## src/hw/lsu_pkg.sv

```systemverilog
/*
  Load-store unit package
  Data and address widths, the control code encoding, the vector types
  and the load sequencer states used on the data-memory side of the core
*/
`default_nettype none

package lsu_pkg;

  //////////////////////////////////////////////////////////////////////
  // Widths
  //////////////////////////////////////////////////////////////////////
  localparam int DATA_WIDTH     = 32;              // Data word and byte address
  localparam int REG_ADDR_WIDTH = 5;               // Register file index
  localparam int MEM_ADDR_WIDTH = 10;              // RAM word address
  localparam int RAM_DEPTH      = 2 ** MEM_ADDR_WIDTH; // 1024 words of 4 bytes
  localparam int BYTE_LANES     = DATA_WIDTH / 8;  // One enable per lane
  localparam int LSU_CTRL_WIDTH = 4;               // Store flag on top of funct3

  // Vector types
  typedef logic [DATA_WIDTH-1:0]     data_t;
  typedef logic [REG_ADDR_WIDTH-1:0] reg_addr_t;
  typedef logic [LSU_CTRL_WIDTH-1:0] lsu_ctrl_t;
  typedef logic [BYTE_LANES-1:0]     byte_en_t;
  typedef logic [MEM_ADDR_WIDTH-1:0] mem_addr_t;

  //////////////////////////////////////////////////////////////////////
  // Control codes
  //////////////////////////////////////////////////////////////////////
  // Bit 3 selects a store, bits 2:0 are the RISC-V funct3 of the access
  localparam lsu_ctrl_t LSU_LOAD_BYTE        = 4'b0000; // LB
  localparam lsu_ctrl_t LSU_LOAD_HALF_WORD   = 4'b0001; // LH
  localparam lsu_ctrl_t LSU_LOAD_WORD        = 4'b0010; // LW
  localparam lsu_ctrl_t LSU_LOAD_BYTE_U      = 4'b0100; // LBU
  localparam lsu_ctrl_t LSU_LOAD_HALF_WORD_U = 4'b0101; // LHU

  localparam lsu_ctrl_t LSU_STORE_BYTE       = 4'b1000; // SB
  localparam lsu_ctrl_t LSU_STORE_HALF_WORD  = 4'b1001; // SH
  localparam lsu_ctrl_t LSU_STORE_WORD       = 4'b1010; // SW

  //////////////////////////////////////////////////////////////////////
  // Load sequencer
  //////////////////////////////////////////////////////////////////////
  typedef enum logic [1:0] {
    IDLE,       // Ready for a new request
    RAM_ADDR,   // RAM read issued
    RAM_DATA,   // RAM word on the read port
    WRITEBACK   // Extracted value to the register file
  } lsu_state_t;

endpackage

`default_nettype wire

```

## src/hw/lsu_store_align.sv

```systemverilog
/*
  Store alignment
  Builds the byte enables of a store, moves the store data into the
  addressed byte lanes and flags misaligned loads and stores
*/
`timescale 1ns/10ps
`default_nettype none

module lsu_store_align (
  input  lsu_pkg::lsu_ctrl_t ctrl_i,
  input  lsu_pkg::data_t     addr_i,
  input  lsu_pkg::data_t     wdata_i,
  output lsu_pkg::byte_en_t  byte_en_o,
  output lsu_pkg::data_t     wdata_o,
  output logic               misaligned_o
);
  import lsu_pkg::*;

  logic [1:0] byte_off;  // Byte offset inside the word
  byte_en_t   base_en;   // Enable mask before the lane shift

  assign byte_off = addr_i[1:0];

  //////////////////////////////////////////////////////////////////////
  // Width decode and lane replication
  //////////////////////////////////////////////////////////////////////
  // Byte and half-word data are copied to every lane so the shifted
  // enable mask alone picks the lanes that get written
  always_comb begin
    base_en      = '0;       // Loads and unknown codes write nothing
    wdata_o      = wdata_i;
    misaligned_o = 1'b0;
    case (ctrl_i)
      LSU_STORE_BYTE: begin
        base_en = byte_en_t'(1);                   // One lane
        wdata_o = {BYTE_LANES{wdata_i[7:0]}};
      end
      LSU_STORE_HALF_WORD: begin
        base_en      = byte_en_t'(3);              // Two lanes
        wdata_o      = {(BYTE_LANES/2){wdata_i[15:0]}};
        misaligned_o = byte_off[0];                // Odd half-word address
      end
      LSU_STORE_WORD: begin
        base_en      = '1;                         // All lanes
        misaligned_o = |byte_off;
      end
      LSU_LOAD_HALF_WORD,
      LSU_LOAD_HALF_WORD_U: begin
        misaligned_o = byte_off[0];
      end
      LSU_LOAD_WORD: begin
        misaligned_o = |byte_off;
      end
      default: begin
        base_en = '0;                              // Byte loads are always aligned
      end
    endcase
  end

  // Shift into place and drop the whole store on misalignment
  always_comb begin
    if (misaligned_o) begin
      byte_en_o = '0;
    end else begin
      byte_en_o = base_en << byte_off;
    end
  end

endmodule

`default_nettype wire

```

## src/hw/lsu_load_extract.sv

```systemverilog
/*
  Load extraction
  Selects the addressed byte or half-word of a RAM word and sign- or
  zero-extends it to a full register value
*/
`timescale 1ns/10ps
`default_nettype none

module lsu_load_extract (
  input  lsu_pkg::lsu_ctrl_t ctrl_i,
  input  logic [1:0]         byte_sel_i,
  input  lsu_pkg::data_t     word_i,
  output lsu_pkg::data_t     rdata_o
);
  import lsu_pkg::*;

  logic [7:0]  byte_lane;  // Addressed byte
  logic [15:0] half_lane;  // Addressed half-word

  //////////////////////////////////////////////////////////////////////
  // Lane select
  //////////////////////////////////////////////////////////////////////
  always_comb begin
    case (byte_sel_i)
      2'd0:    byte_lane = word_i[7:0];
      2'd1:    byte_lane = word_i[15:8];
      2'd2:    byte_lane = word_i[23:16];
      default: byte_lane = word_i[31:24];
    endcase
  end

  // Half-words only sit at offset 0 or 2
  always_comb begin
    if (byte_sel_i[1]) begin
      half_lane = word_i[31:16];  // Upper half
    end else begin
      half_lane = word_i[15:0];   // Lower half
    end
  end

  //////////////////////////////////////////////////////////////////////
  // Extension
  //////////////////////////////////////////////////////////////////////
  always_comb begin
    case (ctrl_i)
      LSU_LOAD_BYTE: begin
        rdata_o = {{(DATA_WIDTH-8){byte_lane[7]}}, byte_lane};    // LB
      end
      LSU_LOAD_BYTE_U: begin
        rdata_o = {{(DATA_WIDTH-8){1'b0}}, byte_lane};            // LBU
      end
      LSU_LOAD_HALF_WORD: begin
        rdata_o = {{(DATA_WIDTH-16){half_lane[15]}}, half_lane};  // LH
      end
      LSU_LOAD_HALF_WORD_U: begin
        rdata_o = {{(DATA_WIDTH-16){1'b0}}, half_lane};           // LHU
      end
      LSU_LOAD_WORD: begin
        rdata_o = word_i;                                         // LW as is
      end
      default: begin
        rdata_o = '0;  // Stores and unknown codes return nothing
      end
    endcase
  end

endmodule

`default_nettype wire

```

## src/hw/lsu_core.sv

```systemverilog
/*
  Load-store sequencer
  Accepts one request at a time, drives the data RAM from registers,
  walks loads through the RAM latency and hands the extended result
  to the register file writeback port
*/
`timescale 1ns/10ps
`default_nettype none

module lsu_core (
  input  logic                clk_i,
  input  logic                rstn_i,
  // Request from execute
  input  logic                req_valid_i,
  input  lsu_pkg::lsu_ctrl_t  ctrl_i,
  input  lsu_pkg::data_t      addr_i,
  input  lsu_pkg::data_t      wdata_i,
  input  lsu_pkg::reg_addr_t  regdest_i,
  output logic                req_ready_o,
  // Register file writeback
  output lsu_pkg::data_t      rdata_o,
  output logic                rf_wb_o,
  output lsu_pkg::reg_addr_t  regdest_o,
  output logic                misaligned_o,
  // Data RAM
  output logic                ram_en_o,
  output lsu_pkg::byte_en_t   ram_we_o,
  output lsu_pkg::mem_addr_t  ram_addr_o,
  output lsu_pkg::data_t      ram_wdata_o,
  input  lsu_pkg::data_t      ram_rdata_i
);
  import lsu_pkg::*;

  lsu_state_t state_q;
  logic       is_store;       // Top bit of the control code
  logic       accept;         // Handshake this cycle
  logic       load_accept;    // Aligned load taken
  byte_en_t   st_byte_en;
  data_t      st_wdata;
  logic       st_misaligned;
  lsu_ctrl_t  ctrl_q;         // Load code kept for extraction
  logic [1:0] byte_sel_q;     // Load byte offset
  data_t      data_q;         // Captured RAM word

  assign is_store    = ctrl_i[LSU_CTRL_WIDTH-1];
  assign req_ready_o = (state_q == IDLE);  // Low for the whole load
  assign accept      = req_valid_i & req_ready_o;
  assign load_accept = accept & ~is_store & ~st_misaligned;

  lsu_store_align u_store_align (
    .ctrl_i       (ctrl_i),
    .addr_i       (addr_i),
    .wdata_i      (wdata_i),
    .byte_en_o    (st_byte_en),
    .wdata_o      (st_wdata),
    .misaligned_o (st_misaligned)
  );

  //////////////////////////////////////////////////////////////////////
  // RAM command registers
  //////////////////////////////////////////////////////////////////////
  always_ff @(posedge clk_i) begin
    if (!rstn_i) begin
      ram_en_o     <= 1'b0;
      ram_we_o     <= '0;
      misaligned_o <= 1'b0;
    end else begin
      ram_en_o     <= load_accept | (accept & |st_byte_en); // Read or real write
      ram_we_o     <= accept ? st_byte_en : '0;             // Zero when misaligned
      misaligned_o <= accept & st_misaligned;               // One-cycle error pulse
    end
  end

  // Address and write data only matter while ram_en_o is set
  always_ff @(posedge clk_i) begin
    if (accept) begin
      ram_addr_o  <= addr_i[MEM_ADDR_WIDTH+1:2];  // Word address
      ram_wdata_o <= st_wdata;
    end
  end

  //////////////////////////////////////////////////////////////////////
  // Load sequencer
  //////////////////////////////////////////////////////////////////////
  always_ff @(posedge clk_i) begin
    if (!rstn_i) begin
      state_q <= IDLE;
    end else begin
      case (state_q)
        IDLE:      if (load_accept) state_q <= RAM_ADDR;
        RAM_ADDR:  state_q <= RAM_DATA;   // RAM registers the word
        RAM_DATA:  state_q <= WRITEBACK;  // Word into data_q
        WRITEBACK: state_q <= IDLE;
        default:   state_q <= IDLE;
      endcase
    end
  end

  // Load context
  always_ff @(posedge clk_i) begin
    if (load_accept) begin
      ctrl_q     <= ctrl_i;
      byte_sel_q <= addr_i[1:0];
      regdest_o  <= regdest_i;
    end
  end

  always_ff @(posedge clk_i) begin
    if (state_q == RAM_DATA) begin
      data_q <= ram_rdata_i;  // Read port is valid here
    end
  end

  assign rf_wb_o = (state_q == WRITEBACK);

  lsu_load_extract u_load_extract (
    .ctrl_i     (ctrl_q),
    .byte_sel_i (byte_sel_q),
    .word_i     (data_q),
    .rdata_o    (rdata_o)
  );

  //////////////////////////////////////////////////////////////////////
  // Assertions
  //////////////////////////////////////////////////////////////////////
  a_wb_not_ready: assert property (@(posedge clk_i) disable iff (!rstn_i)
    !(rf_wb_o && req_ready_o));

  // A rejected access must never reach the RAM
  a_misaligned_no_write: assert property (@(posedge clk_i) disable iff (!rstn_i)
    misaligned_o |-> (ram_we_o == '0));

  a_load_returns: assert property (@(posedge clk_i) disable iff (!rstn_i)
    (state_q != IDLE) |-> ##[1:3] (state_q == IDLE));

endmodule

`default_nettype wire

```

## config.mk

```make
export PLATFORM = sky130hd
export DESIGN_NAME = lsu_core
export DESIGN_NICKNAME = d
export VERILOG_FILES = /design/src/hw/lsu_pkg.sv /design/src/hw/lsu_store_align.sv /design/src/hw/lsu_load_extract.sv /design/src/hw/lsu_core.sv
export SDC_FILE = /design/constraint.sdc
export NUM_CORES = 1
export LEC_CHECK = 0
export BUFFER_PORTS_ARGS = -buffer_cell sky130_fd_sc_hd__buf_4
export CAP_MARGIN = 25
export CORE_AREA = 2 2 100 102
export DETAILED_ROUTE_END_ITERATION = 6
export DIE_AREA = 0 0 102 104
export GPL_ROUTABILITY_DRIVEN = 0
export GPL_TIMING_DRIVEN = 1
export PLACE_DENSITY = 0.76
export SLEW_MARGIN = 30
export SYNTH_ARGS = -nofsm -noshare
export SYNTH_HDL_FRONTEND = slang
export SYNTH_HIERARCHICAL = 1
export SYNTH_SLANG_ARGS = --single-unit
```

## constraint.sdc

```tcl
create_clock -name clk_i -period 4.4 [get_ports clk_i]
set_input_delay 0.88 -clock clk_i [delete_from_list [all_inputs] [get_ports clk_i]]
set_output_delay 0.88 -clock clk_i [all_outputs]
set_load 0.05 [all_outputs]
```

Word level (Yosys, flattened, before mapping)
Index checks and enable logic that the tools add are counted.
{"block": "word_totals", "register_bits": 93, "wordCells": 52, "inputBits": 108, "out_inout_bits": 87}
{"block": "classes", "n_reduce_logical": 8, "n_shift": 1, "bitwise": 8, "n_mux": 9, "eq_ne": 16}
{"cell": "case mux 32 bit (5 select lines)", "n": 1}
{"cell": "case mux 32 bit (2 select lines)", "n": 1}
{"cell": "case mux 8 bit (3 select lines)", "n": 1}
{"cell": "2-to-1 mux 16 bit", "n": 1}
{"cell": "equality test 4 x 3 -> 1 bit, second input constant", "n": 3}
{"cell": "equality test 4 bit, second input constant", "n": 3}
{"cell": "case mux 4 bit (3 select lines)", "n": 1}
{"cell": "equality test 4 x 1 -> 1 bit, second input constant", "n": 2}
{"cell": "equality test 4 x 2 -> 1 bit, second input constant", "n": 2}
{"cell": "case mux 2 bit (4 select lines)", "n": 1}
{"cell": "equality test 2 bit, second input constant", "n": 3}
{"cell": "AND 1 bit", "n": 5}
{"cell": "equality test 2 x 1 -> 1 bit, second input constant", "n": 2}
{"cell": "logical NOT 2 bit", "n": 2}
{"cell": "logical NOT 4 bit", "n": 1}
{"cell": "2-to-1 mux 4 bit", "n": 1}
{"cell": "OR reduction 2 bit", "n": 2}
{"cell": "OR reduction 4 bit", "n": 1}
{"cell": "left shift 4 x 2 -> 4 bit", "n": 1}
{"cell": "OR reduction 3 bit", "n": 1}
{"cell": "2-to-1 mux 2 bit", "n": 1}
{"cell": "!= test 2 x 1 -> 1 bit, second input constant", "n": 1}
{"cell": "NOT 1 bit", "n": 2}
{"cell": "case mux 1 bit (2 select lines)", "n": 1}
{"cell": "2 further kinds", "n": 2}

Logic depth before layout (Yosys ltp)
Gate-level depths: netlist of the first run.
{"block": "depth", "ltp_word": 7, "ltp_mapped": 8, "depth_no_buf": 6}

Modules after synthesis
Netlist of the first run, hierarchy kept.
{"mod": "lsu_core", "seq_area_each_um2": 2712.6, "n_inst": 1, "cells_per_inst": 116, "area_per_inst_um2": 2867.8}
{"mod": "lsu_load_extract", "seq_area_each_um2": 0.0, "n_inst": 1, "cells_per_inst": 87, "area_per_inst_um2": 752.0}
{"mod": "lsu_store_align", "seq_area_each_um2": 0.0, "n_inst": 1, "cells_per_inst": 72, "area_per_inst_um2": 605.6}

Worst setup path before layout of the first run
No wires, ideal clock.
{"block": "synth_timing", "path_kind": "reg-to-reg", "startpoint": "reg state_q[0]", "endpoint": "reg byte_sel_q[0], enable pin", "setup_ns": 0.350, "required_ns": 4.050, "n_path_buf": 0, "path_slack_ns": 1.536, "period_less_slack_ns": 2.864, "path_stages_with_launch": 5, "t_arrival_ns": 2.514, "cell_sequence": "dfxtp_1 -> inv_1 -> ha_1 -> and2_1 -> and2_1"}
{"block": "synth_between", "elab_chain_cells": 4}
{"item": "from (decl)", "line_no": "lsu_core.sv:34", "source": "lsu_state_t state_q;"}
{"item": "from (signal assigned)", "line_no": "lsu_core.sv:87", "source": "state_q <= IDLE;"}
{"item": "from (signal assigned)", "line_no": "lsu_core.sv:90", "source": "IDLE: if (load_accept) state_q <= RAM_ADDR;"}
{"item": "from (signal assigned)", "line_no": "lsu_core.sv:91", "source": "RAM_ADDR: state_q <= RAM_DATA;"}
{"item": "logical NOT 2 bit", "line_no": "lsu_core.sv:46", "source": "assign req_ready_o = (state_q == IDLE);"}
{"item": "named net req_ready_o", "line_no": "lsu_core.sv:19", "source": "output logic req_ready_o,"}
{"item": "AND 1 bit", "line_no": "lsu_core.sv:47", "source": "assign accept = req_valid_i & req_ready_o;"}
{"item": "named net accept", "line_no": "lsu_core.sv:36", "source": "logic accept;"}
{"item": "AND 1 bit (2 in series)", "line_no": "lsu_core.sv:48", "source": "assign load_accept = accept & ~is_store & ~st_misaligned;"}
{"item": "named net load_accept", "line_no": "lsu_core.sv:37", "source": "logic load_accept;"}
{"item": "to (signal assigned)", "line_no": "lsu_core.sv:103", "source": "byte_sel_q <= addr_i[1:0];"}
{"item": "to (decl)", "line_no": "lsu_core.sv:42", "source": "logic [1:0] byte_sel_q;"}
The timed path passes the listed nets, and every way through them passes these cells.
A chain may end at the register's enable or synchronous reset.

Worst setup path in the final report of the first run
{"block": "layout_timing", "startpoint": "reg byte_sel_q[1]", "endpoint": "out rdata_o[24]"}
{"block": "layout_between", "elab_chain_cells": 3, "elab_cells_between_ends": 6, "classes_between": "eq/ne (2); mux (3); reduce/logical (1)"}
{"item": "equality test 2 bit (tied with other cells)", "line_no": "lsu_load_extract.sv:24", "source": "case (byte_sel_i)"}
{"item": "case mux 8 bit (3 select lines)", "line_no": "lsu_load_extract.sv:24"}
{"item": "case mux 32 bit (5 select lines) (*)", "line_no": "lsu_load_extract.sv:45", "source": "case (ctrl_i)"}
{"item": "to (decl)", "line_no": "lsu_core.sv:21", "source": "output lsu_pkg::data_t rdata_o,"}
Mark *: on every way between the ends. The rest lies on a longest branch, timed or not.

==> results of run 1 <==
==> cell type report <==
| type | count | area (sq um) | area share, % |
|---|---|---|---|
| sequential | 93 | 2710 | 47.3 |
| timing repair buffer | 179 | 1350 | 23.5 |
| multi-input combinational | 155 | 1330 | 23.1 |
| tap | 133 | 166 | 2.90 |
| clock buffer | 11 | 131 | 2.29 |
| clock inverter | 5 | 36.3 | 0.632 |
| inverter | 4 | 15.0 | 0.262 |
==> where the power goes <==
group / switching (mW) / internal [mW]
clock network: 0.299 / 0.207
logic: 0.713 / 0.320
registers: 0.0826 / 1.18
==> cell families (layout without fill, tap and decap cells) <==
logic type | after synthesis | count (layout)
flops | 93 | 93
simple gates | 64 | 64
compound gates | 53 | 53
mux | 34 | 34
buf+inv | 27 | 199
fa+ha+maj | 3 | 3
xor+xnor | 1 | 1
==> worst register-to-register path, stage by stage (launching register included) <==
cell     delay, ps
dfxtp_1        340
inv_1           90
ha_1           230
and2_2         170
buf_4          450
==> cells in the mapped netlist (3+ instances only) <==
cell type	number
a21oi_1	17
a21oi_2	10
a221o_1	14
and2_1	15
buf_4	9
buf_6	5
clkbuf_1	5
dfxtp_1	8
edfxtp_1	85
ha_1	3
inv_1	4
mux2_2	13
mux2_4	4
mux2i_1	9
mux4_1	7
nand2_1	19
nor2_1	13
nor4b_1	3
==> flip-flops by register name, summed over array words and instances (netlist names) <==
register and flops:
byte_sel_q 2, ctrl_q 4, data_q 32, misaligned_o 1, ram_addr_o 10, ram_en_o 1, ram_wdata_o 32, ram_we_o 4
regdest_o 5, state_q 2
==> stage by stage <==
stage | cells | instance area [sq um]
after floorplan | 275 | 4230
after CTS | 580 | 5740
after detailed placement | 564 | 5570
after global placement | 563 | 5560
final | 580 | 5740
after global routing | 580 | 5740
==> worst paths after layout <==
check	slack, ps	from	to	depth (start not counted)
max	600	byte_sel_q[1]	rdata_o[24]	4
min	520	state_q[1]	state_q[1]	2
min reg2reg	520	state_q[1]	state_q[1]	2
max reg2reg	2730	state_q[0]	ram_wdata_o[28]	4
==> metal layers <==
| layer | GRT usage, % | part of all wire (%) | vias to the layer above |
|---|---|---|---|
| li1 | - | - | 1389 |
| met2 | 31.3 | 49 | 138 |
| met3 | 6.79 | 9.9 | 16 |
| met5 | 0 | 0 | - |
| met4 | 7.05 | 2.1 | 0 |
| met1 | 22.6 | 39 | 1426 |
==> impl_metrics.py, run 1 <==
metrics = {
    "sta": {
        "setup_viol": 0,
        "setup_ws_ps": 595,
        "layout_min_cycle_time_ps": 3800,
        "slew-limit-headroom_pct": 35.9,
        "tightestPinTransition_ps": 962,
        "whs_ps": 519,
        "fmaxAchievable_mhz": 263,
        "grt_setup_unrepaired": "no",
        "tns_ps": 0,
        "drv_slew": 0,
        "clock_skew_ps": 10.8,
        "fin_crit_sh_pct": 86.5,
        "finalHoldViolCount": 0,
    },
    "global_route": {
        "antenna_found_initial": 0,
        "grt.total_usage_pct": 19.0,
        "grt_pass1_vias": 3097,
        "grt_pass1_wl_mm": 15.5,
        "gr-total-overflow": 0,
        "grt_max_degree": 43,
    },
    "setup_path": {
        "critPathMaxFanout": 16,
        "path_buf_inv": 1,
        "crit_type": "reg -> out",
        "cp.arrival_ps": 2920,
        "cp.required_ps": 3520,
        "setup.worst_path.start_class": "register",
        "slowest_stage": "a22oi_2",
        "max_stage_delay_ps": 810,
        "cp_top_family": "compound AO/OA/AOI/OAI gates",
        "end_kind": "output pin",
        "crit_chain": "mux4_2 > a22oi_2 > a21oi_1 > buf_4",
    },
    "cells_and_area": {
        "finish.utilization_pct": 60.1,
        "area_growth_pct": 35.8,
        "diodes": 0,
        "drive_gt1_share_pct": 51.2,
        "layout_commonest_cell": "buf_4",
        "mostFrequentLayoutCells": "buf_4, edfxtp_1, nand2_1, a21oi_1",
        "fillers": 762,
        "nNetsFinal": 553,
    },
    "hold_path": {
        "worst_hold_path_type": "reg -> reg",
    },
    "clocking": {
        "cts_tree": "done",
        "clk_pin_slew_worst_paths_ps": 100,
        "clock_sinks": 93,
        "cts_buffer_depth": 2,
        "post_cts_resized": 0,
        "numCtsBuffers": 9,
        "htreeDepth": 3,
        "post_cts_buffers": 0,
        "clock_latency_ps": 360,
        "ctsHoldBuffers": 0,
        "root_buffer": "clkbuf_8",
    },
    "synthesis": {
        "ys_ff_latch": 93,
        "synth_xor_area_share_pct": 0.207,
        "async_reset_ff_share_pct": 0,
        "netlist_area_sq_um": 4230,
        "avgSynthCellArea_sq_um": 15.4,
        "synth_nets": 386,
        "syn_inst": 275,
        "synth-compound-area-share_pct": 9.68,
        "synth_simple_gate_area_share_pct": 8.71,
        "synth_top_family_by_area": "multiplexers",
        "synth_cell_type_count": 45,
        "synth_area_leader_cell": "edfxtp_1",
        "synth_edf_count": 85,
        "synthAdderAreaFrac_pct": 0.888,
        "synth_top_cell_area_share_pct": 60.4,
        "ys.flop_type": "edfxtp_1",
        "yosysWarnings": 6,
        "synthMuxAreaShare_pct": 11.9,
        "synth_seq_area_share_pct": 64.2,
        "synth_area_leaders": "edfxtp_1, mux4_1, dfxtp_1, mux2_2, a221o_1",
    },
    "detailed_routing": {
        "dr.pass1.iters": 4,
        "drc": 0,
        "num_vias": 2969,
        "drt_iter0_markers": 152,
        "wl_per_cell_um": 17.4,
        "final_antenna_net_count": 0,
        "postRouteWirelength_mm": 10.1,
        "avgViaCountPerCell": 5.12,
    },
    "run": {
        "maxCapViolations": 0,
    },
    "placed_design": {
        "pre_cts_ws_ps": 981,
        "place_hpwl_mm": 7.37,
        "io_buffer_count": 174,
    },
    "die": {
        "fp.dieW_um": 102,
        "die_h_um": 104,
        "num_rows": 36,
        "start_util_pct": 44.2,
        "core_sq_um": 9550,
        "ios": 195,
        "dieArea_sq_um": 10600,
    },
    "power_and_ir_drop": {
        "p_total_mw": 2.80,
        "ir_worst_vdd_v": 0.000246,
        "power.leakage_nw": 2.34,
        "p_per_area_nw_per_um2": 489,
    },
    "outcome": {
        "status": "finished, final reports clean",
    },
}
No activity file was read; power rests on OpenSTA's default activity.
==> inputs of run 2 (changes only) <==
Settings changed: CORE_AREA 2 2 100 102 to 2 2 95 97, DIE_AREA 0 0 102 104 to 0 0 97 99, PLACE_DENSITY 0.76 to 0.83, RECOVER_POWER set to 100.
==> run 2 against run 1 <==
The run now ends with capacitance limit, slew limit left. Combinational power shrank 13%. Global-route usage grew 0.60 points. Final cell count shrank 4.1%. Register-to-register slack lost 1200 ps. Non-clock buffer count grew 1. Sequential share of layout area grew 3.3 points. Setup slack lost 100 ps. Cell area shrank 6.5%. Critical path depth is the same. Die area shrank 9.5%. First-iteration DRC count shrank 11%. Flip-flop and latch count is the same. Largest cell class unchanged. Largest power group unchanged.
==> impl_metrics.py, run 2 (synthesis gave the netlist of run 1 again) <==
metrics = {
    "setup_path": {
        "startpoint": "byte_sel_q[1]",
        "reg2reg_from": "state_q[0]",
        "reg2reg_to": "ram_wdata_o[0]",
        "crit_type": "reg -> out",
        "end_kind": "output pin",
        "rr_worst_depth": 4,
        "critPathMaxFanout": 16,
        "cp.arrival_ps": 3030,
        "setup.worst_path.start_class": "register",
        "cp.required_ps": 3520,
        "r2r_slack_ps": 1570,
    },
    "global_route": {
        "top_usage_layer": "met2",
        "grt_max_degree": 43,
        "grt.met1_usage_pct": 24.1,
        "grt_pass1_vias": 2971,
        "gr-usage-met3_pct": 6.74,
        "antenna_found_initial": 0,
        "grt.total_usage_pct": 19.6,
        "grt_pass1_wl_mm": 14.8,
        "gr-total-overflow": 0,
        "globalRouteMet2Util_pct": 32.1,
    },
    "hold_path": {
        "min_delay_path_depth": 2,
        "worst_hold_path_type": "reg -> reg",
        "whs_endpoint": "state_q[1]",
        "hp-start": "state_q[1]",
    },
    "power_and_ir_drop": {
        "power.leakage_nw": 1.95,
        "p_per_area_nw_per_um2": 538,
        "ir_worst_vdd_v": 0.000340,
    },
    "placed_design": {
        "place_area_sq_um": 5530,
        "io_buffer_count": 174,
        "place_hpwl_mm": 7.23,
        "place_inst": 539,
    },
    "cells_and_area": {
        "area_growth_pct": 27.0,
        "layout_commonest_cell": "clkbuf_1",
        "drive_gt1_share_pct": 26.3,
        "top_regs": "data_q: 32 flops, ram_wdata_o: 32 flops, ram_addr_o: 10 flops",
        "seqCellArea_sq_um": 2710,
        "multi_input_area_sq_um": 1290,
        "diodes": 0,
        "stdcell_count": 556,
        "mostFrequentLayoutCells": "clkbuf_1, edfxtp_1, clkbuf_4, buf_4, nand2_1",
        "fin_area_sq_um": 5370,
        "nNetsFinal": 554,
        "fillers": 741,
    },
    "sta": {
        "tightestPinTransition_ps": 2210,
        "fmaxAchievable_mhz": 256,
        "finalHoldViolCount": 0,
        "drv_slew": 76,
        "layout_min_cycle_time_ps": 3910,
        "tns_ps": 0,
        "clock_skew_ps": 11.8,
        "setup_viol": 0,
        "grt_setup_unrepaired": "no",
        "slew-limit-headroom_pct": -47.3,
        "whs_ps": 523,
        "fin_crit_sh_pct": 88.8,
    },
    "clocking": {
        "cts_buffer_depth": 2,
        "numCtsBuffers": 9,
        "post_cts_resized": 0,
        "root_buffer": "clkbuf_8",
        "ctsHoldBuffers": 0,
        "htreeDepth": 3,
        "clk_pin_slew_worst_paths_ps": 90,
        "clock_latency_ps": 340,
        "post_cts_buffers": 0,
        "clock_sinks": 93,
        "cts_tree": "done",
    },
    "die": {
        "dieArea_sq_um": 9600,
        "core_sq_um": 8550,
        "die_h_um": 99,
        "start_util_pct": 49.4,
        "ios": 195,
        "fp.dieW_um": 97,
        "num_rows": 34,
    },
    "detailed_routing": {
        "num_vias": 2974,
        "final_antenna_net_count": 0,
        "drc": 0,
        "wl_per_cell_um": 17.4,
        "avgViaCountPerCell": 5.35,
        "drt_iter0_markers": 136,
        "dr.pass1.iters": 5,
        "postRouteWirelength_mm": 9.69,
    },
    "outcome": {
        "status": "complete, but fails checks",
        "violations": "capacitance limit, slew limit",
    },
    "run": {
        "maxCapViolations": 2,
    },
}
[run 2: worst max-delay path by stage]
stage / endpoint / depth (start not counted)
global route: rdata_o[25] / 4
global placement: rdata_o[16] / 4
detailed placement: rdata_o[25] / 4
CTS: rdata_o[25] / 4
finish: rdata_o[25] / 4
floorplan: byte_sel_q[0] / 4
[run 2: critical path, stage by stage (launching register included)]
cell and delay, ps:
edfxtp_1 720, mux4_2 620, a22oi_2 810, a21oi_1 180
clkbuf_1 350
[run 2: layout make-up]
| cell class | instances | share of cell area (%) |
|---|---|---|
| Timing Repair Buffer | 180 | 17.8 |
| Sequential cell | 93 | 50.6 |
| Multi-Input combinational cell | 155 | 24.0 |
| Tap cell | 108 | 2.52 |
| Inverter | 4 | 0.280 |
| Clock buffer | 12 | 2.52 |
| Clock inverter | 4 | 2.24 |
[run 2: report_power, final]
| group | total (mW) | switching [mW] | internal, mW |
|---|---|---|---|
| Sequential | 1.27 | 0.0780 | 1.19 |
| Clock | 0.714 | 0.278 | 0.436 |
| Combinational | 0.900 | 0.706 | 0.194 |
[run 2: through the flow]
stage                     utilization [%]  total power [mW]  setup WS, ps
after floorplan                         -              1.98          1540
after global placement               64.7              2.29          1060
after detailed placement             64.7              2.32           965
after CTS                            67.7              3.03           568
after global routing                 62.7              3.00           382
final                                62.7              2.89           494
[run 2: per-layer routing]
layer,up-vias,wire [um]
met1,1394,3820
met2,171,4740
li1,1396,-
met3,13,989
met4,0,140
met5,-,0
